==> config.mk <==
export PLATFORM = sky130hd
export DESIGN_NAME = sdram_arbiter_flat
export DESIGN_NICKNAME = d
export VERILOG_FILES = /design/src/cpc_mem_pkg.sv /design/src/boot_if.sv /design/src/sdram_arbiter.sv /design/src/flat_wrapper.sv
export VERILOG_INCLUDE_DIRS = /design/src
export SDC_FILE = /design/constraint.sdc
export NUM_CORES = 1
export LEC_CHECK = 0
export ABC_AREA = 0
export BUFFER_PORTS_ARGS = -buffer_cell sky130_fd_sc_hd__buf_2
export CAP_MARGIN = 10
export CORE_MARGIN = 2
export CORE_UTILIZATION = 35
export CTS_BUF_LIST = sky130_fd_sc_hd__clkbuf_2
export DETAILED_ROUTE_END_ITERATION = 10
export SLEW_MARGIN = 0
export SYNTH_ARGS = -nofsm -noshare
export SYNTH_HDL_FRONTEND = slang
export SYNTH_SLANG_ARGS = --single-unit
==> constraint.sdc <==
create_clock -name clk_sys -period 10 [get_ports clk_sys]
set_input_delay 1 -clock clk_sys [delete_from_list [all_inputs] [get_ports clk_sys]]
set_output_delay 1 -clock clk_sys [all_outputs]
set_load 0.02 [all_outputs]
==> src/cpc_mem_macros.svh <==
// CPC memory glue constants
`ifndef CPC_MEM_MACROS_SVH
`define CPC_MEM_MACROS_SVH

`define SDRAM_AW         23 // SDRAM byte address
`define CPU_AW           16
`define DL_AW            25 // Host download address
`define ROM_PAGE_W       14 // Offset inside a 16 KiB page
`define MF2_RAM_AW       13

`define PAGE_BAD         9'h1EE // Landing page for a bad extension
`define SYS_ROM_PAGE0    9'h000 // OS
`define SYS_ROM_PAGE1    9'h100 // BASIC
`define SYS_ROM_PAGE2    9'h107 // AMSDOS
`define SYS_ROM_PAGE3    9'h1FF // Freezer ROM
`define MF2_ROM_PAGE     `SYS_ROM_PAGE3

`define MF2_NMI_VEC      16'h0066
`define MF2_HIDE_VEC     16'h0065
`define MF2_CTRL_PORT    16'hFEE8 // Bit 1 set selects 0xFEEA

// Shadow copies of write-only hardware registers
`define MF2_OFS_PEN_IDX  13'h1FCF
`define MF2_OFS_PEN_COL  13'h1F90
`define MF2_OFS_BORDER   13'h1FDF
`define MF2_OFS_MODE     13'h1FEF
`define MF2_OFS_BANKING  13'h1FFF
`define MF2_OFS_CRTC_SEL 13'h1CFF
`define MF2_OFS_CRTC_VAL 13'h1DB0
`define MF2_OFS_PPI      13'h17FF
`define MF2_OFS_UROM     13'h1AAC

`endif
==> src/cpc_mem_pkg.sv <==
// CPC memory glue types
`include "cpc_mem_macros.svh"

package cpc_mem_pkg;

	////////////////////
	// Address and data vectors

	typedef logic [`SDRAM_AW-1:0] sdram_addr_t;
	typedef logic [`CPU_AW-1:0]   cpu_addr_t;
	typedef logic [7:0]           byte_t;

	// Bit 8 marks the upper ROM area
	typedef logic [`SDRAM_AW-`ROM_PAGE_W-1:0] rom_page_t;

	typedef logic [`MF2_RAM_AW-1:0] mf2_addr_t;

	typedef logic bank_t; // 64 KiB or 128 KiB bank

	////////////////////
	// Freezer control

	typedef enum logic [1:0] {
		st_idle,
		st_nmi_pending, // NMI raised, waiting for the vector fetch
		st_active,      // Freezer ROM and RAM paged in
		st_hidden       // Paged out and deaf to the control port
	} mf2_state_t;

endpackage

==> src/boot_if.sv <==
// Loader to arbiter write channel
interface boot_if
	import cpc_mem_pkg::*;
();

	logic        active; // ROM download in progress
	logic        req;
	sdram_addr_t addr;
	bank_t       bank;
	byte_t       data;
	logic        accept; // One cycle, taken in a memory slot

	modport loader (
		output active, req, addr, bank, data,
		input  accept
	);

	modport arbiter (
		input  active, req, addr, bank, data,
		output accept
	);

endinterface

==> src/sdram_arbiter.sv <==
// SDRAM request arbiter
`include "cpc_mem_macros.svh"

module sdram_arbiter
	import cpc_mem_pkg::*;
(
	input  logic        clk_sys,
	input  logic        reset,
	input  logic        mem_slot,
	input  bank_t       model,
	input  logic        mem_rd,
	input  logic        mem_wr,
	input  sdram_addr_t ram_a,
	input  byte_t       cpu_dout,
	input  logic        rom_sel,
	input  logic        ram_sel,
	boot_if.arbiter     boot,
	output logic        sd_we,
	output logic        sd_oe,
	output sdram_addr_t sd_addr,
	output bank_t       sd_bank,
	output byte_t       sd_din
);

	logic         boot_mode;
	bank_t        bank_q;
	sdram_addr_t  cpu_sd_addr;
	logic         rom_mask;
	logic [255:0] loaded_map = '0; // One flag per upper ROM page

	assign boot.accept = boot.req && mem_slot;
	assign boot_mode   = reset || boot.active;

	// Machine model is sampled only while in reset
	always_ff @(posedge clk_sys) begin
		if (reset)
			bank_q <= model;
	end

	////////////////////
	// Loaded page map

	always_ff @(posedge clk_sys) begin
		if (boot.accept && boot.addr[`SDRAM_AW-1])
			loaded_map[boot.addr[`SDRAM_AW-2:`ROM_PAGE_W]] <= 1'b1;
	end

	////////////////////
	// Command mux

	// Freezer ROM window maps onto its own page
	assign cpu_sd_addr = rom_sel ? {`MF2_ROM_PAGE, ram_a[`ROM_PAGE_W-1:0]} : ram_a;

	assign rom_mask = cpu_sd_addr[`SDRAM_AW-1] &&
		!loaded_map[cpu_sd_addr[`SDRAM_AW-2:`ROM_PAGE_W]];

	always_comb begin
		if (boot_mode) begin
			sd_we   = boot.accept;
			sd_oe   = 1'b0;
			sd_addr = boot.addr;
			sd_bank = boot.bank;
			sd_din  = boot.data;
		end else begin
			sd_we   = mem_wr && !ram_sel && !rom_sel; // Freezer windows are not SDRAM
			sd_oe   = mem_rd && !ram_sel && !rom_mask;
			sd_addr = cpu_sd_addr;
			sd_bank = bank_q;
			sd_din  = cpu_dout;
		end
	end

endmodule

==> src/flat_wrapper.sv <==
// flat-port wrapper written by rule: the top's interface ports become plain ports
module sdram_arbiter_flat import cpc_mem_pkg::*;
  (clk_sys, reset, mem_slot, model, mem_rd, mem_wr, ram_a, cpu_dout, rom_sel, ram_sel, sd_we, sd_oe, sd_addr, sd_bank, sd_din, boot_active, boot_req, boot_addr, boot_bank, boot_data, boot_accept);
  boot_if boot_i ();
  input  logic clk_sys;
  input  logic reset;
  input  logic mem_slot;
  input  bank_t model;
  input  logic mem_rd;
  input  logic mem_wr;
  input  sdram_addr_t ram_a;
  input  byte_t cpu_dout;
  input  logic rom_sel;
  input  logic ram_sel;
  output logic sd_we;
  output logic sd_oe;
  output sdram_addr_t sd_addr;
  output bank_t sd_bank;
  output byte_t sd_din;
  input wire logic [$bits(boot_i.active)-1:0] boot_active;
  input wire logic [$bits(boot_i.req)-1:0] boot_req;
  input wire logic [$bits(boot_i.addr)-1:0] boot_addr;
  input wire logic [$bits(boot_i.bank)-1:0] boot_bank;
  input wire logic [$bits(boot_i.data)-1:0] boot_data;
  output wire logic [$bits(boot_i.accept)-1:0] boot_accept;
  assign boot_i.active = boot_active;
  assign boot_i.req = boot_req;
  assign boot_i.addr = boot_addr;
  assign boot_i.bank = boot_bank;
  assign boot_i.data = boot_data;
  assign boot_accept = boot_i.accept;
  sdram_arbiter u_core (.clk_sys(clk_sys), .reset(reset), .mem_slot(mem_slot), .model(model), .mem_rd(mem_rd), .mem_wr(mem_wr), .ram_a(ram_a), .cpu_dout(cpu_dout), .rom_sel(rom_sel), .ram_sel(ram_sel), .boot(boot_i), .sd_we(sd_we), .sd_oe(sd_oe), .sd_addr(sd_addr), .sd_bank(sd_bank), .sd_din(sd_din));
endmodule
Word level (Yosys, flattened, before mapping):

Cells that the tools add are included.

* bits in registers: 257
* input bits: 73
* output and inout port bits: 35
* logic and storage cells: 29

* order comparisons: 3
* multiplexer cells: 10
* bitwise gates (word level): 1
* reductions and logical operators: 13

Operators by type and width (count)
* $or A256 B256 Y256: 1
* $mux W23: 2
* $lt A8 B9 Y1 const B: 2
* $bmux W1 S8: 1
* $demux W1 S8: 1
* $ge A8 B1 Y1 const B: 1
* $logic_and A1 B1 Y1: 8
* $mux W8: 1
* $mux W1: 5
* $logic_not A1 Y1: 4
* $logic_or A1 B1 Y1: 1

Depth between registers and ports, before layout:

* depth after elaboration: 8
* gate-level depth with buffers: 11
* depth with buffers taken out: 7

Least setup slack after synthesis:

Ideal clock, no wire load.

* kind: input to register
* from: input port boot_addr[22]
* to: register u_core.loaded_map[0], enable pin
* setup time: 0.652 ns
* arrival time: 6.882 ns
* required time: 9.348 ns
* slack: 2.466 ns
* cell stages on the path: 1
* path buffers: 0
* path through: and3_1

* word-level cells in the longest chain between the ends: 1

RTL lines
* start, declared: line flat_wrapper.sv:22 `input wire logic [$bits(boot_i.addr)-1:0] boot_addr;`
* $logic_and A1 B1 Y1: line sdram_arbiter.sv:44 `` if (boot.accept && boot.addr[`SDRAM_AW-1]) ``
* end signal, assigned by index: line sdram_arbiter.sv:45 `` loaded_map[boot.addr[`SDRAM_AW-2:`ROM_PAGE_W]] <= 1'b1; ``
* end, declared: line sdram_arbiter.sv:29 `logic [255:0] loaded_map = '0;`

No other way between the ends.
A chain may end at the register's enable or synchronous reset.

Worst setup path in the final report:

* from: input port ram_a[16]
* to: output port sd_oe

* word-level cells in the longest chain between the ends: 8

RTL lines
* start, declared: line flat_wrapper.sv:11 `input sdram_addr_t ram_a;`
* $mux W23: line sdram_arbiter.sv:52 `` assign cpu_sd_addr = rom_sel ? {`MF2_ROM_PAGE, ram_a[`ROM_PAGE_W-1:0]} : ram_a; ``
* $bmux W1 S8: line sdram_arbiter.sv:55 `` !loaded_map[cpu_sd_addr[`SDRAM_AW-2:`ROM_PAGE_W]]; ``
* $mux W1: line sdram_arbiter.sv:55
* $logic_not A1 Y1: line sdram_arbiter.sv:55
* $logic_and A1 B1 Y1: line sdram_arbiter.sv:54 `` assign rom_mask = cpu_sd_addr[`SDRAM_AW-1] && ``
* $logic_not A1 Y1: line sdram_arbiter.sv:66 `sd_oe = mem_rd && !ram_sel && !rom_mask;`
* $logic_and A1 B1 Y1: line sdram_arbiter.sv:66
* $mux W1: line sdram_arbiter.sv:58 `if (boot_mode) begin`
* end, declared: line flat_wrapper.sv:16 `output logic sd_oe;`

No other way between the ends. The select of a mux whose other input is x is not followed.

==> impl_table.tex <==
\begin{tabular}{lr}
\hline
Metric & Value \\
\hline
\multicolumn{2}{l}{\textbf{Cells and area}} \\
Total area of multi-input combinational cells & 4950 um\^{}2 \\
Final standard cell count with taps included and fillers excluded & 1666 \\
Layout cell share with drive strength beyond 1 & 27.5\% \\
Register Area & 7720 um\^{}2 \\
Fillcell total & 3572 \\
Area growth from synthesis to layout & 12.3\% \\
Nets@finish & 1225 \\
\multicolumn{2}{l}{\textbf{Logic synthesis}} \\
Post-synthesis instance area & 13000 um\^{}2 \\
Yosys Warn Count & 0 \\
Post-synthesis instance total & 1015 \\
Proportion of synthesized flip-flops having asynchronous set or reset & 0\% \\
Nets in the synthesized netlist & 1088 \\
Avg Synthesized Cell Area & 12.8 um\^{}2 \\
Share of synthesized area occupied by flip-flops and latches & 59.2\% \\
Number of distinct library cells after synthesis & 67 \\
Register bit total from synthesis & 257 \\
Most frequently used flop master after synthesis & sky130\_fd\_sc\_hd\_\_edfxtp\_1 \\
EDFF count, synth & 257 \\
\multicolumn{2}{l}{\textbf{Critical path}} \\
Element type at the critical path start & input port \\
FF-to-FF setup slack & 9.14 ns \\
Path length in cells of the critical path & 10 \\
Worst path slowest cell & sky130\_fd\_sc\_hd\_\_nor2\_2 \\
Max Fanout on Critical Path & 27 \\
Top cell family by delay on the critical path & compound AO/OA/AOI/OAI gates \\
Crit path capture type & output pin \\
Critical path type & input port to output pin \\
Worst EP required & 9.00 ns \\
Arrival time reported for the critical path endpoint & 4.36 ns \\
Buffers \& Inverters on Critical Path & 3 \\
Worst-path cell chain & buf\_2 -> buf\_4 -> nor2\_2 -> o22ai\_1 -> o21ai\_1 -> a2111oi\_0 -> o41ai\_1 -> a41oi\_1 -> o32ai\_2 -> buf\_2 \\
Cell with the most instances on the worst path & sky130\_fd\_sc\_hd\_\_buf\_2 \\
Largest incremental delay on the critical path & 0.88 ns \\
Worst R2R Path Depth & 1 \\
\multicolumn{2}{l}{\textbf{Floorplanning}} \\
Die footprint & 38800 um\^{}2 \\
Core Footprint & 36600 um\^{}2 \\
I/O pin count & 108 \\
Starting utilization of the core area & 35.6\% \\
Die Height & 197 um \\
Die span in x & 197 um \\
Std-Cell Rows & 70 \\
\multicolumn{2}{l}{\textbf{Placement}} \\
Cells after DPL & 1545 \\
Weighted congestion reported at the end of routability-driven placement & 0.899 \\
Detailed-placement wirelength estimate & 24400 um \\
Port Buf Inserts & 107 \\
\multicolumn{2}{l}{\textbf{Outcome}} \\
Outcome & finished clean \\
\multicolumn{2}{l}{\textbf{Detailed routing}} \\
DRT iter0 DRCs & 1032 \\
First-pass iteration count of the detailed router & 6 \\
Avg Vias per Cell & 5.93 \\
Wire length after detailed routing & 40100 um \\
Remaining antenna violation count after routing & 0 \\
Drt wl/cell & 24.1 um \\
Number of design rule violations left after detail routing & 0 \\
Routed via count & 9880 \\
\multicolumn{2}{l}{\textbf{Clock network}} \\
Number of post-CTS setup repair buffers & 0 \\
Total CTS buffers & 70 \\
TritonCTS clock tree & yes \\
Insertion delay to the later sink of the worst-skew pair & 0.82 ns \\
Clock Tree Buf Depth & 3 \\
Clk pin slew, worst setup/hold paths & 0.09 ns \\
Master cell of the clock root buffer & sky130\_fd\_sc\_hd\_\_clkbuf\_2 \\
Count of hold buffers inserted by post-cts repair & 0 \\
Number of sinks on the clock net & 257 \\
Cts repair resizes & 0 \\
Maximum level of the CTS H-tree & 3 \\
\multicolumn{2}{l}{\textbf{Timing}} \\
Max Clock Skew & 0 ns \\
Endpoints failing setup & 0 \\
Peak clock frequency supported by timing & 186 MHz \\
Fin Hold WS & 0.366 ns \\
Shortest period the worst path allows & 5.36 ns \\
Worst slew slack as a fraction of its limit & 15.1\% \\
Tightest Pin Transition & 1.27 ns \\
Final period util & 53.6\% \\
Unrepaired setup endpoints after global routing & no \\
Sum Neg Setup Slack & 0 ns \\
Number of hold violations in the final report & 0 \\
Final Max Slew Viols & 0 \\
\multicolumn{2}{l}{\textbf{Global route}} \\
Overflow after GRT & 0 \\
Number of global-route vias before repair & 9544 \\
Antenna violations before repair & 1 \\
Global-route wire length before repair & 59600 um \\
Total Routing Usage GR & 20.4\% \\
Maximum number of pins on one net before global-route repair & 88 \\
\multicolumn{2}{l}{\textbf{Pwr}} \\
Switching share of total power & 28.2\% \\
Clock Power Share & 32.8\% \\
Total leakage power & 6.28 nW \\
Switching power of the nets & 0.615 mW \\
Combinational share of power & 11.1\% \\
Power density relative to cell area & 149 nW/um\^{}2 \\
Internal portion of total power & 1.56 mW \\
Largest vdd supply drop & 0.0000755 V \\
Sequential share of power & 56.2\% \\
\multicolumn{2}{l}{\textbf{Hold path}} \\
Min-Delay Path Depth & 1 \\
Class of the tightest hold or removal check & input port to flop \\
\multicolumn{2}{l}{\textbf{Flow run}} \\
Max-cap violations & 0 \\
\hline
\end{tabular}
-- synthesized netlist by cell type (9+ instances only) --
cell type,n,share of area [%]
sky130_fd_sc_hd__nor3_1,22,0.84
sky130_fd_sc_hd__nor2_1,44,1.3
sky130_fd_sc_hd__mux2_2,37,3.2
sky130_fd_sc_hd__edfxtp_1,257,59
sky130_fd_sc_hd__mux2i_1,39,3.0
sky130_fd_sc_hd__clkbuf_1,42,1.2
sky130_fd_sc_hd__nand2b_1,10,0.48
sky130_fd_sc_hd__a21o_1,257,15
sky130_fd_sc_hd__o21ai_0,18,0.69
sky130_fd_sc_hd__nand3_1,9,0.35
sky130_fd_sc_hd__a211oi_1,11,0.63
sky130_fd_sc_hd__a21oi_1,42,1.6
sky130_fd_sc_hd__nand2_1,66,1.9
sky130_fd_sc_hd__o22ai_1,15,0.72
sky130_fd_sc_hd__buf_2,18,0.69
sky130_fd_sc_hd__buf_6,12,1.0
sky130_fd_sc_hd__mux4_2,11,1.9
-- final timing paths --
| check | from | to |
|---|---|---|
| worst max-delay path | ram_a[16] | sd_oe |
| worst min-delay path | model | u_core.bank_q |
| worst max register to register | u_core.loaded_map[21] | u_core.loaded_map[21] |
| worst min register to register | u_core.loaded_map[220] | u_core.loaded_map[220] |
-- layout by cell type (no fill, tap or decap), types with 9 or more instances in the layout --
cell,n
sky130_fd_sc_hd__mux2i_1,39
sky130_fd_sc_hd__clkbuf_2,103
sky130_fd_sc_hd__a21oi_1,42
sky130_fd_sc_hd__o22ai_1,15
sky130_fd_sc_hd__o21ai_0,18
sky130_fd_sc_hd__edfxtp_1,257
sky130_fd_sc_hd__a211oi_1,11
sky130_fd_sc_hd__nand2b_1,10
sky130_fd_sc_hd__a21o_1,257
sky130_fd_sc_hd__nor3_1,11
sky130_fd_sc_hd__nor3_2,11
sky130_fd_sc_hd__nand3_1,9
sky130_fd_sc_hd__buf_2,106
sky130_fd_sc_hd__buf_4,36
sky130_fd_sc_hd__nor2_1,41
sky130_fd_sc_hd__mux2_2,37
sky130_fd_sc_hd__nand2_1,66
sky130_fd_sc_hd__mux4_2,11
-- cell type report --
class / count / share of cell area, %
multi-input cells: 677 / 33.8
repair buffers: 143 / 5.54
clock inverters: 13 / 0.342
inverters: 3 / 0.0769
well taps: 468 / 4.00
clock buffers: 103 / 3.52
flip-flops and latches: 257 / 52.7
diodes: 2 / 0.0342
-- cells by family after synthesis --
kind of cell,count (synthesis),share of synthesized area [%]
DFF,257,59.2
and+or+nand+nor,178,6.26
AOI/OAI and AO/OA,406,22.5
buffers and inverters,81,3.48
muxes,93,8.61
-- per-stage QoR --
| stage | cell area (um^2) | utilization [%] | setup slack, ns | total power, mW |
|---|---|---|---|---|
| 2_1_floorplan | 13000 | - | 2.47 | 1.40 |
| 3_3_place_gp | 14100 | 38.4 | 4.84 | 1.48 |
| 3_5_place_dp | 14100 | 38.4 | 4.73 | 1.48 |
| 4_1_cts | 14600 | 39.9 | 4.72 | 2.20 |
| 5_1_grt | 14700 | 40.0 | 4.57 | 2.26 |
| 6_report | 14700 | 40.0 | 4.64 | 2.18 |
-- power by group through the flow --
| stage | clock [mW] | sequential, mW | combinational, mW |
|---|---|---|---|
| final | 0.713 | 1.22 | 0.241 |
| after global routing | 0.779 | 1.23 | 0.257 |
| after CTS | 0.735 | 1.22 | 0.239 |
| after detailed placement | 0 | 1.25 | 0.238 |
| after global placement | 0 | 1.25 | 0.235 |
| after floorplan | 0 | 1.25 | 0.153 |
-- layer usage --
metal	GRT usage, %	wire [um]
met1	28.8	17500
met2	30.3	18200
met3	4.29	3090
met4	8.41	1310
met5	1.15	56
-- state kept, by name (all words and copies together), names as in the netlist --
name and flops:
u_core.bank_q 1, u_core.loaded_map 256
Power figures use the tool's default switching activity.
