===== config.mk =====
export PLATFORM = sky130hd
export DESIGN_NAME = rom_loader_flat
export DESIGN_NICKNAME = d
export VERILOG_FILES = /design/src/cpc_mem_pkg.sv /design/src/boot_if.sv /design/src/rom_loader.sv /design/src/flat_wrapper.sv
export VERILOG_INCLUDE_DIRS = /design/src
export SDC_FILE = /design/constraint.sdc
export NUM_CORES = 1
export LEC_CHECK = 0
export BUFFER_PORTS_ARGS = -buffer_cell sky130_fd_sc_hd__buf_2
export CAP_MARGIN = 20
export CORE_MARGIN = 3
export CORE_UTILIZATION = 43
export DETAILED_ROUTE_END_ITERATION = 8
export PLACE_DENSITY = 0.75
export SETUP_SLACK_MARGIN = 0.3
export SYNTH_ARGS = -nofsm -noshare
export SYNTH_HDL_FRONTEND = slang
export SYNTH_SLANG_ARGS = --single-unit
export TNS_END_PERCENT = 1

===== constraint.sdc =====
create_clock -name clk_sys -period 1.8 [get_ports clk_sys]
set_input_delay 0.36 -clock clk_sys [delete_from_list [all_inputs] [get_ports clk_sys]]
set_output_delay 0.36 -clock clk_sys [all_outputs]
set_load 0.02 [all_outputs]

===== src/cpc_mem_macros.svh =====
// CPC memory glue constants
`ifndef CPC_MEM_MACROS_SVH
`define CPC_MEM_MACROS_SVH

`define SDRAM_AW         23 // SDRAM byte address
`define CPU_AW           16
`define DL_AW            25 // Host download address
`define ROM_PAGE_W       14 // Offset inside a 16 KiB page
`define MF2_RAM_AW       13

`define PAGE_BAD         9'h1EE // Landing page for a bad extension
`define SYS_ROM_PAGE0    9'h000 // OS
`define SYS_ROM_PAGE1    9'h100 // BASIC
`define SYS_ROM_PAGE2    9'h107 // AMSDOS
`define SYS_ROM_PAGE3    9'h1FF // Freezer ROM
`define MF2_ROM_PAGE     `SYS_ROM_PAGE3

`define MF2_NMI_VEC      16'h0066
`define MF2_HIDE_VEC     16'h0065
`define MF2_CTRL_PORT    16'hFEE8 // Bit 1 set selects 0xFEEA

// Shadow copies of write-only hardware registers
`define MF2_OFS_PEN_IDX  13'h1FCF
`define MF2_OFS_PEN_COL  13'h1F90
`define MF2_OFS_BORDER   13'h1FDF
`define MF2_OFS_MODE     13'h1FEF
`define MF2_OFS_BANKING  13'h1FFF
`define MF2_OFS_CRTC_SEL 13'h1CFF
`define MF2_OFS_CRTC_VAL 13'h1DB0
`define MF2_OFS_PPI      13'h17FF
`define MF2_OFS_UROM     13'h1AAC

`endif

===== src/cpc_mem_pkg.sv =====
// CPC memory glue types
`include "cpc_mem_macros.svh"

package cpc_mem_pkg;

	////////////////////
	// Address and data vectors

	typedef logic [`SDRAM_AW-1:0] sdram_addr_t;
	typedef logic [`CPU_AW-1:0]   cpu_addr_t;
	typedef logic [7:0]           byte_t;

	// Bit 8 marks the upper ROM area
	typedef logic [`SDRAM_AW-`ROM_PAGE_W-1:0] rom_page_t;

	typedef logic [`MF2_RAM_AW-1:0] mf2_addr_t;

	typedef logic bank_t; // 64 KiB or 128 KiB bank

	////////////////////
	// Freezer control

	typedef enum logic [1:0] {
		st_idle,
		st_nmi_pending, // NMI raised, waiting for the vector fetch
		st_active,      // Freezer ROM and RAM paged in
		st_hidden       // Paged out and deaf to the control port
	} mf2_state_t;

endpackage


===== src/boot_if.sv =====
// Loader to arbiter write channel
interface boot_if
	import cpc_mem_pkg::*;
();

	logic        active; // ROM download in progress
	logic        req;
	sdram_addr_t addr;
	bank_t       bank;
	byte_t       data;
	logic        accept; // One cycle, taken in a memory slot

	modport loader (
		output active, req, addr, bank, data,
		input  accept
	);

	modport arbiter (
		input  active, req, addr, bank, data,
		output accept
	);

endinterface


===== src/rom_loader.sv =====
// ROM download loader
`include "cpc_mem_macros.svh"

module rom_loader
	import cpc_mem_pkg::*;
(
	input  logic              clk_sys,
	input  logic              reset,
	input  logic              dl_active,
	input  byte_t             dl_index,
	input  logic [15:0]       dl_file_ext, // Two characters
	input  logic              dl_wr,
	input  logic [`DL_AW-1:0] dl_addr,
	input  byte_t             dl_data,
	output logic              dl_wait,
	boot_if.loader            boot
);

	typedef enum logic [1:0] {
		ld_idle,
		ld_first,  // First copy offered to the arbiter
		ld_second  // Upper bank copy of an expansion ROM
	} ld_state_t;

	ld_state_t   ld_state;
	logic        exp_rom;
	logic        dl_active_q;
	rom_page_t   exp_page;
	rom_page_t   ext_page;
	rom_page_t   sys_page;
	logic [4:0]  nib_hi;
	logic [4:0]  nib_lo;
	logic [`DL_AW-`ROM_PAGE_W-1:0] chunk;
	logic        sys_valid;
	logic        byte_take;
	sdram_addr_t byte_addr;
	bank_t       byte_bank;
	sdram_addr_t addr_q;
	bank_t       bank_q;
	byte_t       data_q;

	// Bit 4 flags a valid hex digit
	function automatic logic [4:0] hex_nibble(input byte_t c);
		logic [4:0] r;
		r = 5'h00;
		if (c >= "0" && c <= "9")
			r = {1'b1, c[3:0]};
		else if ((c >= "A" && c <= "F") || (c >= "a" && c <= "f"))
			r = {1'b1, c[3:0] + 4'd9};
		return r;
	endfunction

	////////////////////
	// Expansion page from the file extension

	always_comb begin
		nib_hi = hex_nibble(dl_file_ext[15:8]);
		nib_lo = hex_nibble(dl_file_ext[7:0]);
		if (dl_file_ext == "ZZ")
			ext_page = '0;
		else if (nib_hi[4] && nib_lo[4])
			ext_page = {1'b1, nib_hi[3:0], nib_lo[3:0]}; // Upper ROM area
		else
			ext_page = `PAGE_BAD;
	end

	always_ff @(posedge clk_sys) begin
		if (reset)
			dl_active_q <= 1'b0;
		else
			dl_active_q <= dl_active;
	end

	always_ff @(posedge clk_sys) begin
		if (dl_active && !dl_active_q)
			exp_page <= ext_page;
	end

	////////////////////
	// Byte address

	assign chunk     = dl_addr[`DL_AW-1:`ROM_PAGE_W];
	assign sys_valid = (chunk < 8);

	always_comb begin
		case (chunk[1:0])
			2'd0:    sys_page = `SYS_ROM_PAGE0;
			2'd1:    sys_page = `SYS_ROM_PAGE1;
			2'd2:    sys_page = `SYS_ROM_PAGE2;
			default: sys_page = `SYS_ROM_PAGE3;
		endcase
	end

	always_comb begin
		byte_addr[`ROM_PAGE_W-1:0] = dl_addr[`ROM_PAGE_W-1:0];
		if (dl_index != 0) begin
			byte_addr[`SDRAM_AW-1] = exp_page[8];
			byte_addr[`SDRAM_AW-2:`ROM_PAGE_W] = exp_page[7:0] +
				dl_addr[`ROM_PAGE_W+7:`ROM_PAGE_W];
			byte_bank = 1'b0;
		end else begin
			byte_addr[`SDRAM_AW-1:`ROM_PAGE_W] = sys_page;
			byte_bank = chunk[2]; // Chunks 4 to 7 fill the upper bank
		end
	end

	// Chunks past the eighth are dropped silently
	assign byte_take = dl_active && dl_wr && (ld_state == ld_idle) &&
		((dl_index != 0) || sys_valid);

	////////////////////
	// Write request FSM

	always_ff @(posedge clk_sys) begin
		if (reset) begin
			ld_state <= ld_idle;
			dl_wait  <= 1'b0;
			exp_rom  <= 1'b0;
		end else begin
			case (ld_state)
				ld_idle: if (byte_take) begin
					ld_state <= ld_first;
					dl_wait  <= 1'b1;
					exp_rom  <= (dl_index != 0);
				end
				ld_first: if (boot.accept) begin
					if (exp_rom) begin
						ld_state <= ld_second;
					end else begin
						ld_state <= ld_idle;
						dl_wait  <= 1'b0;
					end
				end
				default: if (boot.accept) begin
					ld_state <= ld_idle;
					dl_wait  <= 1'b0;
				end
			endcase
		end
	end

	always_ff @(posedge clk_sys) begin
		if (byte_take) begin
			addr_q <= byte_addr;
			bank_q <= byte_bank;
			data_q <= dl_data;
		end else if (ld_state == ld_first && boot.accept && exp_rom) begin
			bank_q <= 1'b1;
		end
	end

	assign boot.active = dl_active || (ld_state != ld_idle); // Covers the last write
	assign boot.req    = (ld_state != ld_idle);
	assign boot.addr   = addr_q;
	assign boot.bank   = bank_q;
	assign boot.data   = data_q;

endmodule


===== src/flat_wrapper.sv =====
// flat-port wrapper written by rule: the top's interface ports become plain ports
module rom_loader_flat import cpc_mem_pkg::*;
  (clk_sys, reset, dl_active, dl_index, dl_file_ext, dl_wr, dl_addr, dl_data, dl_wait, boot_active, boot_req, boot_addr, boot_bank, boot_data, boot_accept);
  boot_if boot_i ();
  input  logic clk_sys;
  input  logic reset;
  input  logic dl_active;
  input  byte_t dl_index;
  input  logic [15:0] dl_file_ext;
  input  logic dl_wr;
  input  logic [`DL_AW-1:0] dl_addr;
  input  byte_t dl_data;
  output logic dl_wait;
  output wire logic [$bits(boot_i.active)-1:0] boot_active;
  output wire logic [$bits(boot_i.req)-1:0] boot_req;
  output wire logic [$bits(boot_i.addr)-1:0] boot_addr;
  output wire logic [$bits(boot_i.bank)-1:0] boot_bank;
  output wire logic [$bits(boot_i.data)-1:0] boot_data;
  input wire logic [$bits(boot_i.accept)-1:0] boot_accept;
  assign boot_active = boot_i.active;
  assign boot_req = boot_i.req;
  assign boot_addr = boot_i.addr;
  assign boot_bank = boot_i.bank;
  assign boot_data = boot_i.data;
  assign boot_i.accept = boot_accept;
  rom_loader u_core (.clk_sys(clk_sys), .reset(reset), .dl_active(dl_active), .dl_index(dl_index), .dl_file_ext(dl_file_ext), .dl_wr(dl_wr), .dl_addr(dl_addr), .dl_data(dl_data), .dl_wait(dl_wait), .boot(boot_i));
endmodule

Word-level counts from Yosys, hierarchy flattened:

Index checks and enable logic that the tools add are counted.

* register bits: 46
* input bits: 62
* output and inout port bits: 35

* add/sub/neg operators: 3
* magnitude comparators: 13
* eq/ne operators: 7
* muxes and demuxes: 20
* bitwise logic cells: 1
* reductions and logical operators: 28

Operators with widths (number)
* 8-bit by 7-bit greater-or-equal comparator with 1-bit output, second input constant: 4
* 8-bit by 7-bit <= comparator with 1-bit output, second input constant: 4
* 9-bit one-hot mux with 3 select lines: 1
* 5-bit two-way mux: 4
* 16-bit by 15-bit equality test with 1-bit output, second input constant: 1
* 8-bit by 6-bit greater-or-equal comparator with 1-bit output, second input constant: 2
* 8-bit by 6-bit <= comparator with 1-bit output, second input constant: 2
* 1-bit logical AND: 13
* 11-bit by 4-bit less-than comparator with 1-bit output, second input constant: 1
* 9-bit two-way mux: 1
* 4-bit adder, second input constant: 2
* 8-bit adder: 1
* 2-bit two-way mux: 4
* 8-bit two-way mux: 1
* 8-bit nonzero test: 1
* 1-bit two-way mux: 7
* 2-bit nonzero test: 3
* 2-bit by 1-bit equality test with 1-bit output, second input constant: 2
* 2-bit logical NOT: 2
* 1-bit logical OR: 4
* 2-bit != test, second input constant: 2
* 2-bit one-hot mux with 2 select lines: 1
* 4-bit AND reduction: 1
* 3-bit AND reduction: 1
* other kinds (7): 7

Logic depth before layout (Yosys ltp):

Gate-level depths: netlist (run 1).

* word-level depth: 8
* gate-level depth with buffers: 7

Least setup slack after synthesis (run 1):

Ideal clock, no wire load.

* path type: in2reg
* start: in dl_addr[21]
* end: reg u_core.addr_q[0], in the netlist u_core.boot.addr[0], enable pin
* setup time: 0.386 ns
* data arrival time: 1.491 ns
* setup slack: -0.077 ns
* stages on the path: 5
* cell sequence: nor4_1 -> nand2_1 -> nand2_1 -> nand2_1 -> inv_1

* cells in the longest elaborated chain, start to end: 3

Ends and longest elaborated chain
* from (decl): line flat_wrapper.sv:11 `` input logic [`DL_AW-1:0] dl_addr; ``
* 11-bit by 4-bit less-than comparator with 1-bit output: line rom_loader.sv:83 `assign sys_valid = (chunk < 8);`
* 1-bit logical OR: line rom_loader.sv:109 `((dl_index != 0) || sys_valid);`
* 1-bit logical AND: line rom_loader.sv:108 `assign byte_take = dl_active && dl_wr && (ld_state == ld_idle) &&`
* net u_core.byte_take: line rom_loader.sv:35 `logic byte_take;`
* to (signal assigned): line rom_loader.sv:144 `addr_q <= byte_addr;`
* to (decl): line rom_loader.sv:38 `sdram_addr_t addr_q;`

The timed path passes the listed nets, and every way through them passes these cells.
A chain may end at the register's enable or synchronous reset.

Worst setup path in the final report (run 1):

* start: reg u_core.exp_page[1]
* end: reg u_core.addr_q[20], in the netlist u_core.boot.addr[20] (data pin)

* cells in the longest elaborated chain, start to end: 2

Ends and longest elaborated chain
* from (decl): line rom_loader.sv:28 `rom_page_t exp_page;`
* from (signal assigned): line rom_loader.sv:76 `exp_page <= ext_page;`
* 8-bit adder: line rom_loader.sv:98 `` byte_addr[`SDRAM_AW-2:`ROM_PAGE_W] = exp_page[7:0] + ``
* 9-bit two-way mux: line rom_loader.sv:96 `if (dl_index != 0) begin`
* net u_core.byte_addr[20]: line rom_loader.sv:36 `sdram_addr_t byte_addr;`

The timed path passes the listed nets, and every way through them passes these cells.

==> impl_metrics.ini, run 1 <==
[routing]
drtIter0Drc = 62
vias_per_cell = 5.01
wl_per_cell_microns = 13.2
wirelength_microns = 5150
drc = 0
dr.pass1.iters = 4
num_vias = 1957
antenna_left = 0

[worst_setup_path]
crit_type = reg2reg
worstPathArrival_ns = 1.89
critPathMaxFanout = 2
cp-end-kind = flop
critical_path.most_common_cell = o21ai_1
crit_buf_inv = 1
slowest_delay_ns = 0.44
timing.critical_path.max_delay_family = compound AO/OA/AOI/OAI gates
cp_cell_sequence = buf_6 -> fa_2 -> a21oi_2 -> o21ai_1 -> a21oi_1 -> xor2_1 -> o21ai_1
crit_slowest_cell = edfxtp_1
required_ns = 1.85
startpoint_type = flop

[run_status]
outcome = finished with violations
violations = setup timing

[logic_synthesis]
synth_edf_count = 41
synthFlopType = edfxtp_1
seq_area_frac_synth = 0.563
syn_inst = 195
synth_xor_area_frac = 0.0259
synth_top_family_by_area = compound AO/OA/AOI/OAI gates
synthMuxAreaShare = 0
synthAdderAreaFrac = 0.0879
syn_area_per_cell_sq_um = 12.1
synthesis.area_sq_um = 2360
yosys.area_share.simple = 0.151
yosys_warnings = 0
async_flop_share = 0
synth.net_count = 273
yosysUniqueCellTypes = 41
ys_seq_elements = 46
synth_compound_area_frac = 0.156

[timing]
finalCriticalPeriod_ns = 1.84
finalSetupViolCount = 1
hold_viol_final = 0
hold_slack_ns = 0.231
maxSlewHeadroom = 0.726
worst_slew_pin_slew_ns = 0.408
fmax_ghz = 0.543
period_share = 1.02
setup_ws_ns = -0.0414
finClkSkew_ns = 0.00391
rsz0062_at_grt = true
drv_slew = 0

[placement]
dp_hpwl_microns = 4200
dp_slack_ns = -0.201
portBuffers = 96
gp_congestion = 0.851

[pwr]
leakage_nw = 1.40
ir_drop_v = 0.000393
finalPower_mw = 2.44
power_density_nw_per_um2 = 729

[cts]
holdBufCountCts = 0
cts_setup_buffers = 0
path_clk_slew_ns = 0.08
cts-root-buf = clkbuf_8
clock_path_buffers = 2
numCtsBuffers = 5
clock-sinks = 46
cts_tree = done
clkLatencyLatePin_ns = 0.30
htree_levels = 2

[floorplan]
rows = 26
die_h_microns = 80.1
start_util = 0.454
ios = 97
core-area_sq_um = 5200
die_area_sq_um = 6420
chipWidth_microns = 80.1

[job]
maxCapViolations = 0

[global_routing]
grt.total_usage = 0.159
grt_max_degree = 24
grt_pass1_wl_microns = 7910
grt-ovfl-total = 0
antenna_found_initial = 0
grt_pass1_vias = 1889

[layout]
area_delta_synth_final_pct = 41.6
fillers = 445
layout-drive-gt1-share = 0.470
multi_input_area_sq_um = 1080
seq_area_sq_um = 1330
final_cell_mix = 94 x buf_2, 41 x edfxtp_1, 21 x buf_4, 20 x nand2_1, 20 x a21oi_1
antenna_cells = 0
nets = 398
layout_commonest_cell = buf_2

[worst_hold_path]
hp-class = in2reg
[flip-flops by register name (all words and copies together), names as in the netlist]
signal,count
u_core.boot.addr,23
u_core.exp_page,9
u_core.boot.bank,1
u_core.ld_state,2
u_core.dl_active_q,1
u_core.boot.data,8
u_core.dl_wait,1
u_core.exp_rom,1
[metrics by stage]
step	util	cell area (sq um)	cells	setup TNS (ns)
final	0.643	3350	391	-0.0414
after global routing	0.643	3350	391	-0.172
after CTS	0.643	3350	391	-0.0584
after detailed placement	0.611	3180	383	-1.22
after global placement	0.611	3180	383	-0.473
after floorplan	-	2420	195	-0.483
[final timing paths]
kind                                                  startpoint                        endpoint  slack [ns]  cells after the start
worst max-delay path            u_core.exp_page[1]$_SDFFCE_PP0P_  u_core.boot.addr[20]$_DFFE_PP_       -0.04                      7
worst min-delay path                                  dl_addr[7]   u_core.boot.addr[7]$_DFFE_PP_        0.23                      1
worst max register to register  u_core.exp_page[1]$_SDFFCE_PP0P_  u_core.boot.addr[20]$_DFFE_PP_       -0.04                      7
worst min register to register       u_core.dl_wait$_SDFFE_PP0P_     u_core.dl_wait$_SDFFE_PP0P_        0.45                      2
[cell type report]
class	count	share of cell area
Tap cell	70	0.0262
Multi-Input combinational cell	139	0.324
Inverter	9	0.0112
Timing Repair Buffer	119	0.206
Clock inverter	3	0.0131
Sequential cell	46	0.399
Clock buffer	5	0.0206
[synth_stat cells (2+ instances only)]
| cell type | count | area [sq um] |
|---|---|---|
| a21o_1 | 3 | 22.5 |
| xnor2_1 | 5 | 43.8 |
| dfxtp_1 | 5 | 100 |
| nor3_1 | 2 | 10.0 |
| nand4b_1 | 2 | 17.5 |
| xor2_1 | 2 | 17.5 |
| ha_1 | 15 | 188 |
| nand2b_1 | 6 | 37.5 |
| edfxtp_1 | 41 | 1230 |
| nand3_1 | 3 | 15.0 |
| a21oi_1 | 21 | 105 |
| nand2_1 | 22 | 82.6 |
| o21bai_1 | 4 | 30.0 |
| a31oi_1 | 2 | 12.5 |
| nor4_1 | 4 | 25.0 |
| and3_1 | 2 | 12.5 |
| nor2_1 | 5 | 18.8 |
| inv_1 | 9 | 33.8 |
| nand4bb_1 | 3 | 33.8 |
| o21ai_0 | 15 | 75.1 |
| nor2b_1 | 3 | 18.8 |
| a22oi_1 | 2 | 15.0 |
[power by group]
group	internal (mW)	total (mW)	switching, mW
registers	1.22	1.24	0.0135
logic	0.201	0.440	0.238
clock network	0.416	0.763	0.347
[what timing repair did]
action,4_1_cts,5_1_grt
pin swaps,12,0
setup endpoints to repair,11,44
gates resized for setup,18,2
[layer usage]
| metal | up-vias | part of all wire | GRT usage |
|---|---|---|---|
| met3 | 8 | 0.091 | 0.0392 |
| met5 | - | 0 | 0 |
| met1 | 882 | 0.39 | 0.166 |
| met4 | 0 | 0.011 | 0.0574 |
| li1 | 984 | - | - |
| met2 | 83 | 0.51 | 0.302 |
[logic make-up (layout without fill, tap and decap cells)]
| logic type | after synthesis | in the layout |
|---|---|---|
| fa+ha+maj | 16 | 16 |
| buf+inv | 10 | 136 |
| simple gates | 60 | 60 |
| xor+xnor | 7 | 7 |
| flops | 46 | 46 |
| compound gates | 56 | 56 |
Note: power is estimated with default switching activity, not from simulation.
==> inputs of run 2 (changes only) <==
--- a/config.mk
+++ b/config.mk
@@ -10,6 +10,7 @@
 export CAP_MARGIN = 20
 export CORE_MARGIN = 3
 export CORE_UTILIZATION = 43
+export CTS_BUF_LIST = sky130_fd_sc_hd__clkbuf_16
 export DETAILED_ROUTE_END_ITERATION = 8
 export PLACE_DENSITY = 0.75
 export SETUP_SLACK_MARGIN = 0.3
==> impl_metrics.ini, run 2 (synthesized netlist as in run 1, its figures left out) <==
[pwr]
leakage_nw = 1.44
ir_drop_v = 0.000521
power_density_nw_per_um2 = 782

[cts]
holdBufCountCts = 0
numCtsBuffers = 5
clkLatencyLatePin_ns = 0.28
cts_setup_buffers = 0
clock-sinks = 46
htree_levels = 2
cts-root-buf = clkbuf_16
cts_tree = done
clock_path_buffers = 2
path_clk_slew_ns = 0.06

[job]
maxCapViolations = 0

[worst_setup_path]
critical_path_depth = 7
critPathMaxFanout = 2
timing.critical_path.max_delay_family = compound AO/OA/AOI/OAI gates
required_ns = 1.81
cp_cell_sequence = ha_2 -> buf_4 -> a211oi_2 -> o21bai_1 -> a21oi_1 -> xor2_1 -> o21ai_0
cp-end-kind = flop
rr_endpoint = u_core.boot.addr[19]$_DFFE_PP_
crit_buf_inv = 1
slowest_delay_ns = 0.40
crit_slowest_cell = edfxtp_1
setup.worst_path.end = u_core.boot.addr[19]$_DFFE_PP_
crit_type = reg2reg
r2r_slack_ns = -0.09
r2r_cells = 7
startpoint_type = flop
crit_start = u_core.exp_page[0]$_SDFFCE_PP0P_
r2r-start = u_core.exp_page[0]$_SDFFCE_PP0P_
worstPathArrival_ns = 1.90

[timing]
drv_slew = 0
maxSlewHeadroom = 0.632
finalSetupViolCount = 3
hold_viol_final = 0
finClkSkew_ns = 0.00512
finalCriticalPeriod_ns = 1.89
fmax_ghz = 0.530
setup_tns_ns = -0.167
period_share = 1.05
setup_ws_ns = -0.0880
rsz0062_at_grt = true
worst_slew_pin_slew_ns = 0.548

[global_routing]
grt.total_usage = 0.176
grt_max_degree = 24
grt_pass1_vias = 2001
grt_pass1_wl_microns = 8640
antenna_found_initial = 0
grt-ovfl-total = 0

[routing]
dr.pass1.iters = 4
antenna_left = 0
vias_per_cell = 5.21
wl_per_cell_microns = 14.7
num_vias = 2036
wirelength_microns = 5760
drc = 0
drtIter0Drc = 104

[layout]
fin_util = 0.674
area_delta_synth_final_pct = 48.5
fillers = 406
layout_commonest_cell = buf_2
final_cell_mix = 92 x buf_2, 41 x edfxtp_1, 21 x buf_4, 20 x nand2_1, 12 x a21oi_1
antenna_cells = 0
layout-drive-gt1-share = 0.520
nets = 398
largest_register_ffs = 23

[floorplan]
die_h_microns = 80.1
rows = 26
core-area_sq_um = 5200
die_area_sq_um = 6420
start_util = 0.454
ios = 97
chipWidth_microns = 80.1

[placement]
portBuffers = 96
dp_hpwl_microns = 4200
gp_congestion = 0.851

[run_status]
outcome = finished with violations
violations = setup timing

[worst_hold_path]
hp-class = in2reg
[run 2: cell counts in the layout (fill, tap and decap cells not counted)]
No cell type changed its count.
[run 2: cell type report]
type / instances / area, sq um / share of cell area
multi-input cells: 139 / 1160 / 0.332
clock inverters: 3 / 43.8 / 0.0125
clock buffers: 5 / 125 / 0.0357
well taps: 70 / 87.6 / 0.0250
flip-flops and latches: 46 / 1330 / 0.380
inverters: 9 / 47.5 / 0.0135
repair buffers: 119 / 707 / 0.201
[run 2: timing repair]
item / 4_1_cts / 5_1_grt
pin swaps: 6 / 15
gates resized for setup: 20 / 27
endpoints found under the setup margin: 42 / 44
[run 2: worst min path at each step]
stage	startpoint	depth (start not counted)	slack (ns)	endpoint
CTS	dl_data[1]	1	0.24	u_core.boot.data[1]$_DFFE_PP_
global placement	u_core.dl_wait$_SDFFE_PP0P_	2	0.44	u_core.dl_wait$_SDFFE_PP0P_
global route	dl_addr[7]	1	0.24	u_core.boot.addr[7]$_DFFE_PP_
detailed placement	u_core.dl_wait$_SDFFE_PP0P_	2	0.44	u_core.dl_wait$_SDFFE_PP0P_
floorplan	reset	1	0.43	u_core.dl_wait$_SDFFE_PP0P_
finish	dl_addr[4]	1	0.25	u_core.boot.addr[4]$_DFFE_PP_
[run 2: worst reg2reg max path, cell delays in order, from the launching register on]
cell,delay [ns]
edfxtp_1,0.40
ha_2,0.21
buf_4,0.14
a211oi_2,0.27
o21bai_1,0.12
a21oi_1,0.19
xor2_1,0.16
o21ai_0,0.12
[run 2: where the power goes]
part	internal [mW]	total, mW	switching (mW)
clock	0.657	1.03	0.375
combinational	0.213	0.473	0.260
sequential	1.23	1.24	0.0150
total	2.09	2.74	0.650
[run 2: through the flow]
stage	hold slack (ns)	total power, mW	instance area, sq um	setup WS, ns	instances
finish	0.249	2.74	3510	-0.0880	391
global route	0.238	2.85	3510	-0.164	391
CTS	0.243	2.74	3410	-0.0860	391
detailed placement	0.443	1.68	3180	-0.201	383
global placement	0.441	1.67	3180	-0.126	383
floorplan	0.429	1.48	2420	-0.0156	195
[run 2: per-layer routing]
layer | track usage | up-vias | wire [microns]
met2 | 0.347 | 101 | 3100
met3 | 0.0460 | 6 | 501
met5 | 0 | - | 0
met1 | 0.179 | 946 | 2100
li1 | - | 983 | -
met4 | 0.0490 | 0 | 58
